===== src/source/csr_pkg.sv =====
`default_nettype none

package csr_pkg;

	// --------------------
	// Bus widths
	// --------------------
	localparam int WB_ADR_W = 32;
	localparam int DATA_W = 32;
	// CSR word address, Wishbone bits 15:2
	localparam int CSR_A_W = 14;
	localparam int CSR_BANK_W = 4;
	localparam int CSR_REG_W = 10;

	// --------------------
	// Register map
	// --------------------
	localparam logic [CSR_BANK_W-1:0] BANK_SYSCTL = 4'd1;
	localparam logic [CSR_REG_W-1:0] REG_GPIO_IN = 10'd0;
	localparam logic [CSR_REG_W-1:0] REG_GPIO_OUT = 10'd1;
	localparam logic [CSR_REG_W-1:0] REG_GPIO_IRQ_EN = 10'd2;
	localparam logic [CSR_REG_W-1:0] REG_SYSTEM_ID = 10'd3;
	localparam logic [CSR_REG_W-1:0] REG_TIMER_CTRL = 10'd4;
	localparam logic [CSR_REG_W-1:0] REG_TIMER_CMP = 10'd5;
	localparam logic [CSR_REG_W-1:0] REG_TIMER_CNT = 10'd6;
	// Timer control bits
	localparam int TIMER_EN_BIT = 0;
	localparam int TIMER_AR_BIT = 1;
	// ASCII "MONE"
	localparam logic [DATA_W-1:0] SYSTEM_ID = 32'h4D4F4E45;

	// GPIO counts
	localparam int N_GPIO_IN = 3;
	localparam int N_GPIO_OUT = 2;

	// --------------------
	// Reset timing
	// --------------------
	localparam int RST_DEBOUNCE_CYCLES = 64;
	localparam int FLASH_RST_CYCLES = 16;
	localparam int RST_CNT_W = $clog2(RST_DEBOUNCE_CYCLES + 1);
	localparam int FLASH_CNT_W = $clog2(FLASH_RST_CYCLES + 1);
	localparam logic [RST_CNT_W-1:0] RST_CNT_LOAD = RST_CNT_W'(RST_DEBOUNCE_CYCLES);
	localparam logic [FLASH_CNT_W-1:0] FLASH_CNT_DONE = FLASH_CNT_W'(FLASH_RST_CYCLES);

	// Bridge FSM encoding
	localparam int BRG_ST_W = 3;
	localparam logic [BRG_ST_W-1:0] BRG_IDLE = 3'd0;
	localparam logic [BRG_ST_W-1:0] BRG_ADDR = 3'd1;
	localparam logic [BRG_ST_W-1:0] BRG_DATA = 3'd2;
	localparam logic [BRG_ST_W-1:0] BRG_ACK = 3'd3;
	localparam logic [BRG_ST_W-1:0] BRG_RECOVER = 3'd4;

endpackage

`default_nettype wire


===== src/source/csr_bus_if.sv =====
`timescale 1ns/1ns
`default_nettype none

interface csr_bus_if;

	// Master side, driven by the bridge
	logic [csr_pkg::CSR_A_W-1:0] csr_a;
	logic csr_we;
	logic [csr_pkg::DATA_W-1:0] csr_dw;

	// One read-data word per slave, ORed in the bridge
	logic [csr_pkg::DATA_W-1:0] dr_sysctl;
	logic [csr_pkg::DATA_W-1:0] dr_timer;

	// --------------------
	modport bridge (
		output csr_a, csr_we, csr_dw,
		input  dr_sysctl, dr_timer
	);

	modport sysctl (
		input  csr_a, csr_we, csr_dw,
		output dr_sysctl
	);

	modport timer (
		input  csr_a, csr_we, csr_dw,
		output dr_timer
	);

endinterface

`default_nettype wire


===== src/source/reset_seq.sv =====
`timescale 1ns/1ns
`default_nettype none

module reset_seq (
	input  wire                          sys_clk,
	input  wire                          trigger_reset,
	input  wire [csr_pkg::N_GPIO_IN-1:0] btn_i,
	input  wire                          hard_reset_i,
	output logic                         sys_rst_o,
	output wire                          flash_rst_n_o
);

	// Any reset source, before and after the register
	logic trig_d;
	logic trig_q;
	// Debounce hold
	logic [csr_pkg::RST_CNT_W-1:0] rst_cnt;
	// Flash release
	logic [csr_pkg::FLASH_CNT_W-1:0] flash_cnt;

	// External reset, three-button chord or software request
	assign trig_d = trigger_reset | (&btn_i) | hard_reset_i;

	always_ff @(posedge sys_clk) begin
		trig_q <= trig_d;
	end

	// --------------------
	// System reset debounce
	// --------------------
	always_ff @(posedge sys_clk) begin
		if (trig_q) begin
			rst_cnt <= csr_pkg::RST_CNT_LOAD;
		end else if (rst_cnt != '0) begin
			rst_cnt <= rst_cnt - csr_pkg::RST_CNT_W'(1);
		end
		sys_rst_o <= (rst_cnt != '0);
	end

	// --------------------
	// Flash reset release
	// --------------------
	// Cleared one edge early so flash is already in reset with the trigger
	always_ff @(posedge sys_clk) begin
		if (trig_d | trig_q) begin
			flash_cnt <= '0;
		end else if (!flash_rst_n_o) begin
			flash_cnt <= flash_cnt + csr_pkg::FLASH_CNT_W'(1);
		end
	end

	assign flash_rst_n_o = (flash_cnt == csr_pkg::FLASH_CNT_DONE);

	// Flash held in reset for the whole trigger
	a_flash_held: assert property (@(posedge sys_clk) trig_q |-> !flash_rst_n_o);
	// Flash is out of reset before the system starts fetching
	a_flash_first: assert property (@(posedge sys_clk) $fell(sys_rst_o) |-> flash_rst_n_o);

endmodule

`default_nettype wire


===== src/source/wb_csr_bridge.sv =====
`timescale 1ns/1ns
`default_nettype none

module wb_csr_bridge (
	input  wire                          sys_clk,
	input  wire                          sys_rst_i,
	input  wire [csr_pkg::WB_ADR_W-1:0]  wb_adr_i,
	input  wire [csr_pkg::DATA_W-1:0]    wb_dat_i,
	output logic [csr_pkg::DATA_W-1:0]   wb_dat_o,
	input  wire                          wb_we_i,
	input  wire                          wb_cyc_i,
	input  wire                          wb_stb_i,
	output logic                         wb_ack_o,
	csr_bus_if.bridge                    csr
);

	logic [csr_pkg::BRG_ST_W-1:0] state;
	// New access seen while idle
	logic wb_req;

	assign wb_req = wb_cyc_i & wb_stb_i & (state == csr_pkg::BRG_IDLE);

	// --------------------
	// Access sequencing
	// --------------------
	always_ff @(posedge sys_clk) begin
		if (sys_rst_i) begin
			state <= csr_pkg::BRG_IDLE;
			wb_ack_o <= 1'b0;
			csr.csr_we <= 1'b0;
		end else begin
			// Both strobes are single-cycle pulses
			wb_ack_o <= 1'b0;
			csr.csr_we <= 1'b0;
			case (state)
				csr_pkg::BRG_IDLE: begin
					if (wb_req) begin
						state <= csr_pkg::BRG_ADDR;
						csr.csr_we <= wb_we_i;
					end
				end
				// Slaves sample address and write here
				csr_pkg::BRG_ADDR: begin
					state <= csr_pkg::BRG_DATA;
				end
				// Registered slave data now valid
				csr_pkg::BRG_DATA: begin
					state <= csr_pkg::BRG_ACK;
					wb_ack_o <= 1'b1;
				end
				csr_pkg::BRG_ACK: begin
					state <= csr_pkg::BRG_RECOVER;
				end
				// Master still drops stb here
				default: begin
					state <= csr_pkg::BRG_IDLE;
				end
			endcase
		end
	end

	// --------------------
	// Address and data latches
	// --------------------
	always_ff @(posedge sys_clk) begin
		if (wb_req) begin
			csr.csr_a <= wb_adr_i[csr_pkg::CSR_A_W+1:2];
			csr.csr_dw <= wb_dat_i;
		end
		// Unaddressed slaves return zero so an OR is enough
		if (state == csr_pkg::BRG_DATA) begin
			wb_dat_o <= csr.dr_sysctl | csr.dr_timer;
		end
	end

	// No back-to-back acks or CSR writes
	a_ack_pulse: assert property (@(posedge sys_clk) wb_ack_o |=> !wb_ack_o);
	a_we_pulse: assert property (@(posedge sys_clk) csr.csr_we |=> !csr.csr_we);

endmodule

`default_nettype wire


===== src/source/sysctl_gpio.sv =====
`timescale 1ns/1ns
`default_nettype none

module sysctl_gpio (
	input  wire                           sys_clk,
	input  wire                           sys_rst_i,
	input  wire [csr_pkg::N_GPIO_IN-1:0]  btn_i,
	output logic [csr_pkg::N_GPIO_OUT-1:0] led_o,
	output logic                          gpio_irq_o,
	output logic                          hard_reset_o,
	csr_bus_if.sysctl                     csr
);

	// Button synchronizer and edge history
	logic [csr_pkg::N_GPIO_IN-1:0] btn_meta;
	logic [csr_pkg::N_GPIO_IN-1:0] btn_sync;
	logic [csr_pkg::N_GPIO_IN-1:0] btn_prev;
	// Input-change interrupt mask
	logic [csr_pkg::N_GPIO_IN-1:0] irq_en;
	// CSR decode
	logic bank_sel;
	logic [csr_pkg::CSR_REG_W-1:0] reg_idx;
	logic wr_en;

	assign bank_sel = (csr.csr_a[csr_pkg::CSR_A_W-1 -: csr_pkg::CSR_BANK_W] ==
		csr_pkg::BANK_SYSCTL);
	assign reg_idx = csr.csr_a[csr_pkg::CSR_REG_W-1:0];
	assign wr_en = csr.csr_we & bank_sel;

	// --------------------
	// Button inputs
	// --------------------
	always_ff @(posedge sys_clk) begin
		btn_meta <= btn_i;
		btn_sync <= btn_meta;
		btn_prev <= btn_sync;
	end

	// --------------------
	// Control registers
	// --------------------
	always_ff @(posedge sys_clk) begin
		if (sys_rst_i) begin
			led_o <= '0;
			irq_en <= '0;
			gpio_irq_o <= 1'b0;
			hard_reset_o <= 1'b0;
		end else begin
			// Either edge of an enabled button
			gpio_irq_o <= |((btn_sync ^ btn_prev) & irq_en);
			// Any write to the ID word requests a hard reset
			hard_reset_o <= wr_en & (reg_idx == csr_pkg::REG_SYSTEM_ID);
			if (wr_en) begin
				case (reg_idx)
					csr_pkg::REG_GPIO_OUT: led_o <= csr.csr_dw[csr_pkg::N_GPIO_OUT-1:0];
					csr_pkg::REG_GPIO_IRQ_EN: irq_en <= csr.csr_dw[csr_pkg::N_GPIO_IN-1:0];
					default: begin
					end
				endcase
			end
		end
	end

	// --------------------
	// Read data
	// --------------------
	always_ff @(posedge sys_clk) begin
		csr.dr_sysctl <= '0;
		if (bank_sel) begin
			case (reg_idx)
				csr_pkg::REG_GPIO_IN: csr.dr_sysctl <=
					{{(csr_pkg::DATA_W-csr_pkg::N_GPIO_IN){1'b0}}, btn_sync};
				csr_pkg::REG_GPIO_OUT: csr.dr_sysctl <=
					{{(csr_pkg::DATA_W-csr_pkg::N_GPIO_OUT){1'b0}}, led_o};
				csr_pkg::REG_GPIO_IRQ_EN: csr.dr_sysctl <=
					{{(csr_pkg::DATA_W-csr_pkg::N_GPIO_IN){1'b0}}, irq_en};
				csr_pkg::REG_SYSTEM_ID: csr.dr_sysctl <= csr_pkg::SYSTEM_ID;
				// timer words come from the other slave
				default: begin
				end
			endcase
		end
	end

endmodule

`default_nettype wire


===== src/source/sys_timer.sv =====
`timescale 1ns/1ns
`default_nettype none

module sys_timer (
	input  wire       sys_clk,
	input  wire       sys_rst_i,
	output logic      timer_irq_o,
	csr_bus_if.timer  csr
);

	// Control bits
	logic en_q;
	logic ar_q;
	// Compare and running count
	logic [csr_pkg::DATA_W-1:0] cmp_q;
	logic [csr_pkg::DATA_W-1:0] cnt_q;
	// CSR decode
	logic bank_sel;
	logic [csr_pkg::CSR_REG_W-1:0] reg_idx;
	logic wr_en;
	// Control word as read back
	logic [csr_pkg::DATA_W-1:0] ctrl_word;

	assign bank_sel = (csr.csr_a[csr_pkg::CSR_A_W-1 -: csr_pkg::CSR_BANK_W] ==
		csr_pkg::BANK_SYSCTL);
	assign reg_idx = csr.csr_a[csr_pkg::CSR_REG_W-1:0];
	assign wr_en = csr.csr_we & bank_sel;

	always_comb begin
		ctrl_word = '0;
		ctrl_word[csr_pkg::TIMER_EN_BIT] = en_q;
		ctrl_word[csr_pkg::TIMER_AR_BIT] = ar_q;
	end

	// --------------------
	// Counter
	// --------------------
	always_ff @(posedge sys_clk) begin
		if (sys_rst_i) begin
			en_q <= 1'b0;
			ar_q <= 1'b0;
			cmp_q <= '0;
			cnt_q <= '0;
			timer_irq_o <= 1'b0;
		end else begin
			timer_irq_o <= 1'b0;
			if (en_q) begin
				if (cnt_q == cmp_q) begin
					// Match wraps the count, one-shot stops
					cnt_q <= '0;
					timer_irq_o <= 1'b1;
					en_q <= ar_q;
				end else begin
					cnt_q <= cnt_q + csr_pkg::DATA_W'(1);
				end
			end
			// Bus writes override the counter update
			if (wr_en) begin
				case (csr.csr_a[csr_pkg::CSR_REG_W-1:0])
					csr_pkg::REG_TIMER_CTRL: begin
						en_q <= csr.csr_dw[csr_pkg::TIMER_EN_BIT];
						ar_q <= csr.csr_dw[csr_pkg::TIMER_AR_BIT];
					end
					csr_pkg::REG_TIMER_CMP: cmp_q <= csr.csr_dw;
					csr_pkg::REG_TIMER_CNT: cnt_q <= csr.csr_dw;
					default: begin
					end
				endcase
			end
		end
	end

	// Read data, zero when not addressed
	always_ff @(posedge sys_clk) begin
		csr.dr_timer <= '0;
		if (bank_sel) begin
			case (reg_idx)
				csr_pkg::REG_TIMER_CTRL: csr.dr_timer <= ctrl_word;
				csr_pkg::REG_TIMER_CMP: csr.dr_timer <= cmp_q;
				csr_pkg::REG_TIMER_CNT: csr.dr_timer <= cnt_q;
				default: begin
				end
			endcase
		end
	end

	// Interrupt only from a running timer
	a_irq_enabled: assert property (@(posedge sys_clk) disable iff (sys_rst_i)
		timer_irq_o |-> $past(en_q));

endmodule

`default_nettype wire


===== src/source/csr_subsys_top.sv =====
`timescale 1ns/1ns
`default_nettype none

module csr_subsys_top (
	input  wire                           sys_clk,
	input  wire                           trigger_reset,
	// Wishbone slave
	input  wire [csr_pkg::WB_ADR_W-1:0]   wb_adr_i,
	input  wire [csr_pkg::DATA_W-1:0]     wb_dat_i,
	output wire [csr_pkg::DATA_W-1:0]     wb_dat_o,
	input  wire                           wb_we_i,
	input  wire                           wb_cyc_i,
	input  wire                           wb_stb_i,
	output wire                           wb_ack_o,
	// GPIO
	input  wire [csr_pkg::N_GPIO_IN-1:0]  btn_i,
	output wire [csr_pkg::N_GPIO_OUT-1:0] led_o,
	// Interrupts
	output wire                           gpio_irq_o,
	output wire                           timer_irq_o,
	// Resets
	output wire                           periph_rst_n_o,
	output wire                           flash_rst_n_o
);

	wire sys_rst;
	wire hard_reset;

	// CSR bus shared by the bridge and both slaves
	csr_bus_if u_csr_bus ();

	// --------------------
	// Reset generation
	// --------------------
	reset_seq u_reset_seq (
		.sys_clk       (sys_clk),
		.trigger_reset (trigger_reset),
		.btn_i         (btn_i),
		.hard_reset_i  (hard_reset),
		.sys_rst_o     (sys_rst),
		.flash_rst_n_o (flash_rst_n_o)
	);

	// Single peripheral reset output
	assign periph_rst_n_o = ~sys_rst;

	// --------------------
	// Bus and slaves
	// --------------------
	wb_csr_bridge u_wb_csr_bridge (
		.sys_clk   (sys_clk),
		.sys_rst_i (sys_rst),
		.wb_adr_i  (wb_adr_i),
		.wb_dat_i  (wb_dat_i),
		.wb_dat_o  (wb_dat_o),
		.wb_we_i   (wb_we_i),
		.wb_cyc_i  (wb_cyc_i),
		.wb_stb_i  (wb_stb_i),
		.wb_ack_o  (wb_ack_o),
		.csr       (u_csr_bus.bridge)
	);

	sysctl_gpio u_sysctl_gpio (
		.sys_clk      (sys_clk),
		.sys_rst_i    (sys_rst),
		.btn_i        (btn_i),
		.led_o        (led_o),
		.gpio_irq_o   (gpio_irq_o),
		.hard_reset_o (hard_reset),
		.csr          (u_csr_bus.sysctl)
	);

	sys_timer u_sys_timer (
		.sys_clk     (sys_clk),
		.sys_rst_i   (sys_rst),
		.timer_irq_o (timer_irq_o),
		.csr         (u_csr_bus.timer)
	);

endmodule

`default_nettype wire


===== config.mk =====
export PLATFORM = sky130hd
export DESIGN_NAME = csr_subsys_top
export DESIGN_NICKNAME = d
export VERILOG_FILES = /design/src/source/csr_pkg.sv /design/src/source/csr_bus_if.sv /design/src/source/reset_seq.sv /design/src/source/wb_csr_bridge.sv /design/src/source/sysctl_gpio.sv /design/src/source/sys_timer.sv /design/src/source/csr_subsys_top.sv
export SDC_FILE = /design/constraint.sdc
export NUM_CORES = 1
export LEC_CHECK = 0
export BUFFER_PORTS_ARGS = -buffer_cell sky130_fd_sc_hd__clkbuf_2
export CAP_MARGIN = 15
export CORE_MARGIN = 5
export CORE_UTILIZATION = 30
export CTS_CLUSTER_DIAMETER = 200
export DETAILED_ROUTE_END_ITERATION = 12
export PLACE_DENSITY = 0.55
export SETUP_SLACK_MARGIN = 0.05
export SLEW_MARGIN = 15
export SYNTH_ARGS = -nofsm -noshare
export SYNTH_HDL_FRONTEND = slang
export SYNTH_SLANG_ARGS = --single-unit

===== constraint.sdc =====
create_clock -name sys_clk -period 7.9 [get_ports sys_clk]
set_input_delay 0 -clock sys_clk [delete_from_list [all_inputs] [get_ports sys_clk]]
set_output_delay 0 -clock sys_clk [all_outputs]
set_load 0.005 [all_outputs]

## Word-level counts from Yosys, hierarchy flattened

Index checks and enable logic that the tools add are counted.

| word-level totals | value |
|---|---|
| output and inout port bits | 39 |
| register bits | 244 |
| input bits | 72 |
| logic and storage cells | 79 |

| cells by class | value |
|---|---|
| multiplexer cells | 14 |
| eq/ne operators | 13 |
| bitwise logic cells | 14 |
| add/sub/neg operators | 3 |
| reduce and logical (&&, ||, !) cells | 11 |

Operator list:

| kind | count |
|---|---|
| 2-to-1 mux 32 bit | 4 |
| case mux 31 bit (4 select lines) | 1 |
| case mux 32 bit (3 select lines) | 1 |
| adder 32 x 1 -> 32 bit, second input constant | 1 |
| == test 32 bit | 1 |
| OR 32 bit | 1 |
| == test 10 x 3 -> 1 bit, second input constant | 3 |
| == test 10 x 2 -> 1 bit, second input constant | 2 |
| case mux 3 bit (4 select lines) | 1 |
| == test 10 x 1 -> 1 bit, second input constant | 1 |
| logical NOT 10 bit | 1 |
| AND reduction 2 bit | 4 |
| nonzero test 7 bit | 1 |
| subtractor 7 x 1 -> 7 bit, second input constant | 1 |
| == test 3 x 2 -> 1 bit, second input constant | 2 |
| 2-to-1 mux 1 bit | 6 |
| OR reduction 3 bit | 2 |
| adder 5 x 1 -> 5 bit, second input constant | 1 |
| == test 5 bit, second input constant | 1 |
| bitwise AND 1 bit | 4 |
| == test 4 x 1 -> 1 bit, second input constant | 1 |
| NOT 1 bit | 4 |
| bitwise AND 3 bit | 1 |
| == test 3 x 1 -> 1 bit, second input constant | 1 |
| other kinds (7) | 9 |

## Logic depth before layout (Yosys ltp)

Gate-level depths: netlist (run 1).

| depth | value |
|---|---|
| depth in word-level cells | 5 |
| depth in mapped cells | 8 |
| mapped depth without buffers | 7 |

## Cells and area by module

Synthesis (run 1) repeated with hierarchy kept, for this count alone.

| second synthesis, totals | value |
|---|---|
| cells, all modules | 826 |
| area, all modules | 9153.8 um2 |

By module, submodules not included:

| module | times used | sequential area each (um2) | area each (um2) | cells an instance |
|---|---|---|---|---|
| sys_timer | 1 | 1981.9 | 4805.9 | 538 |
| wb_csr_bridge | 1 | 2442.3 | 2723.9 | 126 |
| sysctl_gpio | 1 | 400.4 | 983.4 | 95 |
| reset_seq | 1 | 280.3 | 636.9 | 66 |
| csr_subsys_top | 1 | 0.0 | 3.8 | 1 |

## Worst setup path before layout (run 1)

OpenSTA, ideal clock, no wires.

| path | value |
|---|---|
| path kind | reg2reg |
| start | reg u_wb_csr_bridge.state[2] (netlist bit) |
| end | reg u_wb_csr_bridge.csr.csr_a[0], enable pin |
| cell stages (with the launch flop) | 2 |
| buffers on the path | 0 |
| slack | 2.433 ns |
| clock period less this slack | 5.467 ns |
| library setup time | 0.566 ns |
| arrival time | 4.901 ns |
| data required time | 7.334 ns |
| cells stage by stage | dfxtp_1 -> nor4_1 |

| on the way | value |
|---|---|
| longest elaborated chain between the ends | 2 |

Ends and longest elaborated chain:

| item | RTL line | text |
|---|---|---|
| from (decl) | wb_csr_bridge.sv:17 | `logic [csr_pkg::BRG_ST_W-1:0] state;` |
| from (signal assigned) | wb_csr_bridge.sv:28 | `state <= csr_pkg::BRG_IDLE;` |
| from (signal assigned) | wb_csr_bridge.sv:38 | `state <= csr_pkg::BRG_ADDR;` |
| from (signal assigned) | wb_csr_bridge.sv:44 | `state <= csr_pkg::BRG_DATA;` |
| logical NOT 3 bit | wb_csr_bridge.sv:21 | `assign wb_req = wb_cyc_i & wb_stb_i & (state == csr_pkg::BRG_IDLE);` |
| bitwise AND 1 bit | wb_csr_bridge.sv:21 |  |
| via u_wb_csr_bridge.wb_req | wb_csr_bridge.sv:19 | `logic wb_req;` |
| to (signal assigned) | wb_csr_bridge.sv:67 | `csr.csr_a <= wb_adr_i[csr_pkg::CSR_A_W+1:2];` |
| to (decl) | csr_bus_if.sv:17 | `output csr_a, csr_we, csr_dw,` |

The timed path passes the listed nets, and every way through them passes these cells.
A chain may end at the register's enable or synchronous reset.

## Final worst setup path (run 1)

| path | value |
|---|---|
| start | reg u_wb_csr_bridge.csr.csr_a[6] |
| end | reg u_sys_timer.cnt_q[25] (netlist bit) |

| on the way | value |
|---|---|
| longest elaborated chain between the ends | 3 |

Ends and longest elaborated chain:

| item | RTL line | text |
|---|---|---|
| == test 10 x 3 -> 1 bit | sys_timer.sv:59 | `case (csr.csr_a[csr_pkg::CSR_REG_W-1:0])` |
| 2-to-1 mux 32 bit | sys_timer.sv:59 |  |
| 2-to-1 mux 32 bit | sys_timer.sv:58 | `if (wr_en) begin` |
| to (signal assigned) | sys_timer.sv:54 | `cnt_q <= cnt_q + csr_pkg::DATA_W'(1);` |
| to (signal assigned) | sys_timer.sv:65 | `csr_pkg::REG_TIMER_CNT: cnt_q <= csr.csr_dw;` |
| to (decl) | sys_timer.sv:16 | `logic [csr_pkg::DATA_W-1:0] cnt_q;` |

No other way between the ends.

==> run_results.csv, run 1 <==
group,metric,value,unit
cts,root_buffer,"clkbuf_16",
pwr,peakVddDrop,0.124,mV
logic_synthesis,yosysMostFrequentCell,"dfxtp_1",
worst_hold_path,min-delay-start,"wb_cyc_i",
global_route,grt_util_met3,2.09,%
global_route,grt.overflow.total,0,
logic_synthesis,yosysTopAreaCellShare,32.9,%
drt,ant_nets,0,
timing,hold_viol_final,0,
critical_path,cp_slowest_stage_delay,0.66,ns
cts,cts_buffers,24,
critical_path,crit_fanout,28,
logic_synthesis,netlist_instances,779,
logic_synthesis,synthTopCellsByCount,"dfxtp_1, nand2_1, edfxtp_1",
cells_and_area,instances_no_fill,1312,
placement,routabilityCongestion,0.827,
critical_path,ff2ff_setup_slack,5.15,ns
pwr,power_density,241,nW/um2
critical_path,worstPathRequired,8.31,ns
timing,fin_crit,2.75,ns
drt,detail_route.wl_per_cell,15.3,um
floorplan,rows,61,
timing,setup_violations,0,
pwr,power_leakage,0.00361,uW
critical_path,r2r_cells,7,
logic_synthesis,ys_async_sr_fraction,0,%
logic_synthesis,yosysTopAreaCell,"dfxtp_1",
cells_and_area,nets,992,
critical_path,crit_start,"u_wb_csr_bridge.csr.csr_a[6]",
timing,finalCritPeriodShare,34.9,%
cts,cts_buffer_depth,3,
logic_synthesis,ys_warn_count,0,
critical_path,rr_startpoint,"u_wb_csr_bridge.csr.csr_a[6]",
logic_synthesis,syn_avg_cell_area,10.8,um2
global_route,grt_pass1_wl,32400,um
floorplan,die_w,177,um
cells_and_area,num_antenna_cells,0,
cells_and_area,fill_cells,2766,
cts,cts_setup_buffers,0,
logic_synthesis,synth_edf_count,78,
timing,finalMaxSlewViolations,0,
timing,max_clock_freq,363,MHz
timing,rsz0062_at_grt,"no",
critical_path,arrival,3.17,ns
timing,max_slew_margin,45.4,%
drt,drc_errors,0,
worst_hold_path,worstHoldPathCells,4,
cts,cts_resized,0,
cts,cts_tree,"yes",
placement,dp_cells,1215,
timing,hold_slack,0.0888,ns
placement,dpl_cell_area,9190,um2
cells_and_area,regArea,5110,um2
global_route,antenna_found_initial,0,
logic_synthesis,synth_cell_types,55,
global_route,grt.met1_usage,18.7,%
run_status,run_status,"finished clean",
drt,route.vias.total,5876,
cts,clkSinkCount,216,
logic_synthesis,ys_seq_elements,216,
logic_synthesis,ys_seq_area_share,60.9,%
cells_and_area,drive_gt1_share,20.0,%
drt,avgViaCountPerCell,4.48,
logic_synthesis,synth.area.top_cells,"dfxtp_1, edfxtp_1, xnor2_1",
floorplan,initial_core_util,30.3,%
critical_path,crit_path_end_kind,"register",
placement,io_buffers,92,
global_route,grtUsageTotal,12.9,%
critical_path,crit_type,"register to register",
global_route,met2_usage,20.0,%
floorplan,ios,111,
global_route,grt_start_max_net_pins,41,
cts,cts_max_level,1,
critical_path,startpoint_type,"register",
floorplan,die_h,177,um
floorplan,dieArea,31400,um2
timing,fin_skew,0.0103,ns
critical_path,r2r_end,"u_sys_timer.cnt_q[25]",
cts,path_clk_slew,0.06,ns
worst_hold_path,hold_path_end,"u_wb_csr_bridge.csr.csr_dw[31]",
global_route,grt_pass1_vias,5847,
logic_synthesis,syn_nets,855,
logic_synthesis,yosys_most_used_dff,"dfxtp_1",
flow_run,drv_cap,0,
worst_hold_path,hold_class,"input port to register",
cts,clk_latency,0.51,ns
drt,firstDrtPassIters,5,
cells_and_area,multi_input_comb_area,3010,um2
placement,hpwl,13600,um
global_route,busiest_layer,"met2",
cells_and_area,stdcell_area,10600,um2
logic_synthesis,netlist_area,8390,um2
critical_path,slowest_stage,"nor2_1",
cells_and_area,syn_to_final_growth,26.0,%
timing,tns,0,ns
cts,cts_hold_buf,53,
drt,drt_wl_total,20100,um
floorplan,core-area,27700,um2
critical_path,cp_cell_sequence,"nor4_2, nand3_2, or3_1, buf_4, nor2_1, nand2_1, o31ai_1",
timing,worstMarginPinSlew,0.808,ns
drt,drt_iter0_markers,395,
-- registers in the layout, summed over array words and instances (netlist names), 4 cells and up --
| signal | flops |
|---|---|
| u_wb_csr_bridge.csr.csr_a | 14 |
| u_sys_timer.cnt_q | 32 |
| u_wb_csr_bridge.csr.csr_dw | 32 |
| u_sysctl_gpio.csr.dr_sysctl | 4 |
| u_sys_timer.cmp_q | 32 |
| u_reset_seq.rst_cnt | 7 |
| u_sys_timer.csr.dr_timer | 32 |
| u_wb_csr_bridge.wb_dat_o | 32 |
| u_reset_seq.flash_cnt | 5 |
-- critical path: cells and delay by family (launching register included) --
family | cells | cell delay (ns)
flops | 1 | 0.39
compound gates | 1 | 0.10
buf+inv | 1 | 0.25
simple gates | 5 | 1.90
-- stage by stage --
step	worst slack, ns	power [uW]	utilization, %
after floorplan	2.43	1310	-
after global placement	5.21	1340	33.2
after detailed placement	5.19	1350	33.2
after CTS	5.16	2580	38.1
after global routing	4.85	2640	38.1
final	5.15	2550	38.1
-- worst max-delay path by stage --
stage               slack (ns)                           end  cells past startpoint
floorplan                 2.43  u_wb_csr_bridge.csr.csr_a[0]                      1
detailed placement        5.19         u_sys_timer.cnt_q[25]                      7
global route              4.85         u_sys_timer.cnt_q[18]                      7
finish                    5.15         u_sys_timer.cnt_q[25]                      7
CTS                       5.16         u_sys_timer.cnt_q[25]                      7
global placement          5.21         u_sys_timer.cnt_q[29]                      7
-- cells in the final DEF (no fill, tap or decap), drive strengths merged, types with 2 or more instances in the layout --
cell         Yosys  layout
a2111oi          4       4
a21oi           54      54
a22oi           30      30
and3             5       5
and4             4       4
buf             13      11
bufinv           0       5
clkbuf          32     120
clkinv           0       8
dfxtp          138     138
dlygate4sd3      0      53
edfxtp          78      78
ha               4       4
inv             15      18
mux2i            9       9
nand2          113     113
nand2b           2       2
nand3           32      32
nand4           17      17
nor2            75      75
nor2b            2       2
nor3            21      21
nor4             6       6
o21ai            4       4
o31ai           10      10
or2             18      18
or3              4       4
xnor2           58      58
xor2            17      17
-- cells by family (layout without fill, tap and decap cells) --
kind of cell / Yosys count / in the layout / synth area share [%]
buffers and inverters: 60 / 215 / 3.49
AND/OR/NAND/NOR: 304 / 304 / 17.5
adder cells (fa/ha/maj): 4 / 4 / 0.597
flip-flops: 216 / 216 / 60.9
AO/OA/AOI/OAI: 110 / 110 / 8.52
multiplexers: 10 / 10 / 1.21
XOR/XNOR: 75 / 75 / 7.83
-- power breakdown --
group	internal, uW	switching [uW]
logic	60.3	66.1
registers	1180	32.8
clock network	745	458
total	1990	557
-- routing by layer --
layer,routed length [um],vias to the layer above
met5,0,-
met4,412,0
met3,1140,36
met2,8950,140
met1,9600,2726
li1,-,2974
-- area by class of cell --
cell class	count	share of cell area, %
flip-flops and latches	216	48.3
multi-input cells	503	28.4
repair buffers	156	10.2
clock buffers	28	6.03
well taps	378	4.47
clock inverters	16	2.05
inverters	15	0.533
(Power assumes the default switching activity.)
==> inputs of run 2 (changes only) <==
==> constraint.sdc (replaced) <==
create_clock -name sys_clk -period 2.6 [get_ports sys_clk]
set_input_delay 0 -clock sys_clk [delete_from_list [all_inputs] [get_ports sys_clk]]
set_output_delay 0 -clock sys_clk [all_outputs]
set_load 0.005 [all_outputs]
==> run_results.csv, run 2 (same netlist as run 1, synthesis figures left out) <==
group,metric,value,unit
pwr,combPwrFrac,5.4,%
floorplan,core-area,27700,um2
placement,hpwl,13900,um
drt,drc_errors,0,
drt,ant_nets,0,
cells_and_area,instances_no_fill,1327,
timing,max_clock_freq,463,MHz
critical_path,startpoint_type,"register",
cts,root_buffer,"clkbuf_16",
cts,cts_max_level,1,
worst_hold_path,min-delay-start,"btn_i[1]",
pwr,p_sw_share,22.8,%
timing,finalMaxSlewViolations,0,
floorplan,initial_core_util,30.3,%
drt,avgViaCountPerCell,4.50,
pwr,power_density,707,nW/um2
critical_path,crit_fanout,14,
critical_path,arrival,2.57,ns
floorplan,ios,111,
worst_hold_path,hold_path_end,"u_sysctl_gpio.btn_meta[1]",
cells_and_area,num_antenna_cells,0,
critical_path,ff2ff_setup_slack,0.44,ns
critical_path,worstPathRequired,3.02,ns
timing,rsz0062_at_grt,"no",
cells_and_area,layout_common_cells,"dfxtp_1, nand2_1, clkbuf_2",
pwr,peakVddDrop,0.381,mV
pwr,power.internal,5830,uW
cts,cts_buffer_depth,3,
critical_path,r2r_cells,5,
timing,fin_skew,0.0182,ns
worst_hold_path,hold_class,"input port to register",
pwr,power_leakage,0.00367,uW
placement,routabilityCongestion,0.835,
timing,fin_crit,2.16,ns
global_route,antenna_found_initial,0,
drt,detail_route.wl_per_cell,15.2,um
global_route,grt.overflow.total,0,
global_route,grt_pass1_wl,32000,um
timing,worstMarginPinSlew,0.816,ns
critical_path,crit_path_end_kind,"register",
cts,cts_resized,0,
pwr,power_frac_seq,48.9,%
cts,cts_buffers,25,
floorplan,dieArea,31400,um2
cells_and_area,regArea,5110,um2
global_route,grtUsageTotal,12.7,%
timing,hold_viol_final,0,
drt,drt_iter0_markers,367,
timing,finalCritPeriodShare,83.0,%
worst_hold_path,worstHoldPathCells,2,
critical_path,r2r_end,"u_sys_timer.cnt_q[31]",
cts,clkSinkCount,216,
flow_run,drv_cap,0,
cells_and_area,syn_to_final_growth,27.3,%
cts,cts_tree,"yes",
cts,path_clk_slew,0.06,ns
placement,dp_cells,1228,
global_route,grt_pass1_vias,5846,
floorplan,die_h,177,um
cts,clk_latency,0.52,ns
cells_and_area,fill_cells,2754,
drt,route.vias.total,5973,
cells_and_area,nets,1006,
cells_and_area,multi_input_comb_area,3020,um2
pwr,p_switching,1720,uW
drt,drt_wl_total,20200,um
placement,io_buffers,92,
floorplan,rows,61,
run_status,run_status,"finished clean",
cells_and_area,drive_gt1_share,21.3,%
floorplan,die_w,177,um
critical_path,rr_startpoint,"u_wb_csr_bridge.csr.csr_a[7]",
cells_and_area,final_common_cell,"dfxtp_1",
timing,max_slew_margin,44.9,%
pwr,clockPowerShare,45.8,%
timing,tns,0,ns
critical_path,crit_type,"register to register",
global_route,grt_start_max_net_pins,48,
timing,setup_violations,0,
drt,firstDrtPassIters,5,
[run 2: cell types whose count changed in the layout (fill, tap and decap cells not counted), moves of 2 or more]
cell | before | now
buf_4 | 11 | 24
clkinv_4 | 1 | 8
bufinv_16 | 5 | 0
clkinv_2 | 6 | 2
clkbuf_16 | 25 | 28
clkbuf_8 | 0 | 2
[run 2: repair_timing]
item                                    4_1_cts  5_1_grt
hold buffers                                 53        0
hold endpoints to repair                     52        0
buffers inserted                              0        0
endpoints found under the setup margin        0        0
[run 2: how the worst max path moves through the flow]
stage / from / endpoint / slack [ns] / cells after the start
after global routing: u_wb_csr_bridge.csr.csr_a[7] / u_sys_timer.cnt_q[30] / 0.27 / 5
after floorplan: u_wb_csr_bridge.state[2] / u_wb_csr_bridge.csr.csr_a[0] / 0.20 / 1
final: u_wb_csr_bridge.csr.csr_a[7] / u_sys_timer.cnt_q[31] / 0.44 / 5
after global placement: u_wb_csr_bridge.csr.csr_a[11] / u_sys_timer.cnt_q[0] / 0.43 / 7
after CTS: u_wb_csr_bridge.csr.csr_a[7] / u_sys_timer.cnt_q[31] / 0.40 / 5
after detailed placement: u_wb_csr_bridge.csr.csr_a[7] / u_sys_timer.cnt_q[31] / 0.39 / 5
[run 2: power groups by stage]
stage / Sequential, uW / Combinational, uW / Clock [uW]
floorplan: 3720 / 248 / 0
global placement: 3760 / 342 / 0
detailed placement: 3760 / 345 / 0
CTS: 3690 / 407 / 3570
global route: 3700 / 456 / 3700
finish: 3690 / 404 / 3450
[run 2: layer usage]
metal  track usage, %  part of all wire (%)  vias to the layer above
li1                 -                     -                     3010
met1             18.1                    47                     2778
met2             19.7                    44                      150
met3             2.26                   5.7                       35
met4             4.06                   3.0                        0
met5                0                     0                        -
[run 2: area by class of cell]
cell class	count	area share, %
flip-flops and latches	216	47.8
multi-input cells	503	28.3
repair buffers	169	11.0
clock buffers	33	6.93
well taps	378	4.43
clock inverters	13	0.973
inverters	15	0.528
[run 2: worst max-delay path: stages (launching register included)]
cell       delay, ns
edfxtp_1        0.38
nor4_2          0.38
nand3_2         0.23
or3_1           0.52
buf_4           0.25
a2111oi_2       0.31
[run 2: stage by stage]
| step | total power (uW) | utilization, % | hold WS (ns) | setup slack (ns) | instance area [um2] |
|---|---|---|---|---|---|
| final | 7540 | 38.5 | 0.155 | 0.442 | 10700 |
| after global routing | 7850 | 38.5 | 0.158 | 0.270 | 10700 |
| after CTS | 7660 | 38.5 | 0.136 | 0.402 | 10700 |
| after detailed placement | 4110 | 33.6 | 0.122 | 0.393 | 9300 |
| after global placement | 4100 | 33.6 | 0.125 | 0.430 | 9300 |
| after floorplan | 3970 | - | 0.0277 | 0.197 | 8410 |
==> inputs of run 3 (changes only) <==
--- a/config.mk
+++ b/config.mk
@@ -5,13 +5,14 @@
 export SDC_FILE = /design/constraint.sdc
 export NUM_CORES = 1
 export LEC_CHECK = 0
+export ABC_AREA = 1
 export BUFFER_PORTS_ARGS = -buffer_cell sky130_fd_sc_hd__clkbuf_2
 export CAP_MARGIN = 15
 export CORE_MARGIN = 5
 export CORE_UTILIZATION = 30
 export CTS_CLUSTER_DIAMETER = 200
 export DETAILED_ROUTE_END_ITERATION = 12
-export PLACE_DENSITY = 0.55
+export PLACE_DENSITY = 0.56
 export SETUP_SLACK_MARGIN = 0.05
 export SLEW_MARGIN = 15
 export SYNTH_ARGS = -nofsm -noshare
==> constraint.sdc (replaced) <==
create_clock -name sys_clk -period 1.9 [get_ports sys_clk]
set_input_delay 0 -clock sys_clk [delete_from_list [all_inputs] [get_ports sys_clk]]
set_output_delay 0 -clock sys_clk [all_outputs]
set_load 0.005 [all_outputs]
==> run_results.csv, run 3 <==
group,metric,value,unit
run_status,run_status,"finished clean",
timing,finalCritPeriodShare,89.0,%
cells_and_area,multi_input_comb_area,3480,um2
pwr,clockPowerShare,45.1,%
cts,cts_buffers,25,
cells_and_area,fill_cells,3058,
global_route,grtUsageTotal,13.4,%
drt,detail_route.wl_per_cell,14.2,um
floorplan,die_w,185,um
logic_synthesis,synthAdderAreaFrac,0.546,%
logic_synthesis,synth_edf_count,78,
cells_and_area,nets,1272,
cells_and_area,drive_gt1_share,19.3,%
drt,avgViaCountPerCell,4.51,
timing,hold_slack,0.141,ns
floorplan,ios,111,
critical_path,startpoint_type,"register",
placement,routabilityCongestion,0.861,
flow_run,drv_cap,0,
critical_path,r2r_cells,10,
floorplan,rows,64,
cells_and_area,layout_common_cells,"nand2_1, dfxtp_1, clkbuf_2",
drt,firstDrtPassIters,5,
critical_path,ff2ff_setup_slack,0.21,ns
timing,fin_skew,0.0116,ns
cells_and_area,final_common_cell,"nand2_1",
floorplan,dieArea,34100,um2
cts,path_clk_slew,0.06,ns
pwr,power_frac_seq,49.3,%
logic_synthesis,synth_top_family_by_area,"simple AND/OR/NAND/NOR gates",
logic_synthesis,synth.area.top_cells,"dfxtp_1, edfxtp_1, nand2_1",
logic_synthesis,yosysTopAreaCell,"dfxtp_1",
critical_path,crit_fanout,17,
critical_path,crit_type,"register to register",
global_route,grt_start_max_net_pins,38,
cts,cts_buffer_depth,3,
cells_and_area,fin_util,38.2,%
logic_synthesis,synth_cell_types,43,
cells_and_area,instances_no_fill,1611,
global_route,grt_pass1_vias,7120,
floorplan,initial_core_util,30.2,%
placement,io_buffers,92,
logic_synthesis,syn_nets,1112,
cts,clk_latency,0.52,ns
cells_and_area,regArea,5110,um2
cells_and_area,num_antenna_cells,0,
drt,ant_nets,0,
floorplan,die_h,185,um
worst_hold_path,min-delay-start,"btn_i[0]",
drt,drc_errors,0,
placement,hpwl,15700,um
timing,setup_violations,0,
drt,drt_iter0_markers,474,
critical_path,cp-endpoint,"u_sys_timer.cnt_q[29]",
timing,hold_viol_final,0,
logic_synthesis,synth_simple_gate_area_share,25.6,%
timing,rsz0062_at_grt,"yes",
logic_synthesis,yosys_most_used_dff,"dfxtp_1",
global_route,grt_pass1_wl,37200,um
logic_synthesis,netlist_instances,1036,
timing,worstMarginPinSlew,0.681,ns
logic_synthesis,ys_seq_area_share,55.7,%
timing,finalMaxSlewViolations,0,
critical_path,arrival,2.08,ns
critical_path,rr_startpoint,"u_sys_timer.cnt_q[18]",
timing,tns,0,ns
logic_synthesis,synthTopCellsByCount,"nand2_1, dfxtp_1, nand3_1",
pwr,power_density,874,nW/um2
pwr,combPwrFrac,5.6,%
logic_synthesis,syn_avg_cell_area,8.85,um2
timing,max_clock_freq,592,MHz
logic_synthesis,yosysTopAreaCellShare,30.1,%
drt,drt_wl_total,22900,um
logic_synthesis,yosysMostFrequentCell,"nand2_1",
critical_path,r2r_end,"u_sys_timer.cnt_q[29]",
logic_synthesis,synth-xor-area-share,3.81,%
cts,cts_max_level,1,
critical_path,crit_start,"u_sys_timer.cnt_q[18]",
global_route,antenna_found_initial,0,
logic_synthesis,synthMuxAreaShare,0,%
cts,cts_tree,"yes",
pwr,finalPower,10100,uW
pwr,p_sw_share,22.5,%
pwr,p_switching,2280,uW
cts,root_buffer,"clkbuf_16",
cts,clkSinkCount,216,
floorplan,core-area,30300,um2
critical_path,worstPathRequired,2.28,ns
logic_synthesis,ys_async_sr_fraction,0,%
worst_hold_path,hold_class,"input port to register",
timing,fin_crit,1.69,ns
pwr,power.internal,7850,uW
logic_synthesis,netlist_area,9170,um2
placement,dp_cells,1510,
global_route,grt.overflow.total,0,
critical_path,crit_path_end_kind,"register",
logic_synthesis,ys_warn_count,0,
timing,max_slew_margin,54.5,%
logic_synthesis,synth_compound_area_share,7.71,%
pwr,power_leakage,0.00458,uW
cells_and_area,syn_to_final_growth,26.4,%
logic_synthesis,ys_seq_elements,216,
drt,route.vias.total,7263,
pwr,peakVddDrop,0.575,mV
==> run 3: worst min path at each step <==
| stage | to | slack, ns | cells after the start |
|---|---|---|---|
| after floorplan | u_sysctl_gpio.btn_meta[0] | 0.03 | 0 |
| after global placement | u_sysctl_gpio.btn_meta[2] | 0.12 | 1 |
| after detailed placement | u_sysctl_gpio.btn_meta[2] | 0.13 | 1 |
| after CTS | u_sysctl_gpio.btn_meta[0] | 0.11 | 2 |
| after global routing | u_sysctl_gpio.btn_meta[0] | 0.14 | 2 |
| final | u_sysctl_gpio.btn_meta[0] | 0.14 | 2 |
==> run 3: per-stage QoR <==
step / area [um2] / setup WS (ns)
final: 11600 / 0.210
after global routing: 11600 / 0.0198
after CTS: 11500 / 0.0894
after detailed placement: 10200 / 0.116
after global placement: 10200 / 0.130
after floorplan: 9180 / -0.124
==> run 3: cells by family (layout without fill, tap and decap cells) <==
| logic type | after synthesis | after routing |
|---|---|---|
| AO/OA/AOI/OAI | 137 | 137 |
| XOR/XNOR | 39 | 39 |
| adder cells (fa/ha/maj) | 4 | 4 |
| buffers and inverters | 142 | 321 |
| flip-flops | 216 | 216 |
| AND/OR/NAND/NOR | 498 | 498 |
==> run 3: layer usage <==
metal / part of all wire [%] / track usage [%] / vias up
met5: 0 / 0 / -
met4: 1.6 / 3.38 / 0
met3: 5.9 / 2.44 / 30
met2: 45 / 21.6 / 166
met1: 47 / 18.7 / 3336
li1: - / - / 3731
==> run 3: layout make-up <==
type / instances / share of cell area (%)
Clock buffer: 37 / 6.33
Clock inverter: 9 / 0.464
Inverter: 91 / 2.99
Multi-Input combinational cell: 678 / 30.1
Sequential cell: 216 / 44.1
Tap cell: 396 / 4.28
Timing Repair Buffer: 184 / 11.8
==> run 3: critical path, stage by stage (launching register included) <==
cell,delay (ns)
dfxtp_1,0.49
nand2_1,0.09
nand2_1,0.08
nand2_1,0.05
nor2_1,0.14
nand2_1,0.07
nor2_1,0.16
nand3_2,0.10
buf_4,0.21
nand3_1,0.10
a21oi_1,0.06
==> run 3: timing repair <==
| action | CTS | global route |
|---|---|---|
| endpoints found under the setup margin | 0 | 27 |
| setup buffers | 0 | 2 |
| hold endpoints to repair | 57 | 0 |
| hold buffers | 53 | 0 |
| gates resized for setup | 0 | 8 |
==> run 3: power by group through the flow <==
stage	clock, uW	combinational (uW)	sequential, uW
finish	4570	565	4990
global route	4930	633	5000
CTS	4720	575	4990
detailed placement	0	486	5090
global placement	0	471	5090
floorplan	0	307	5070
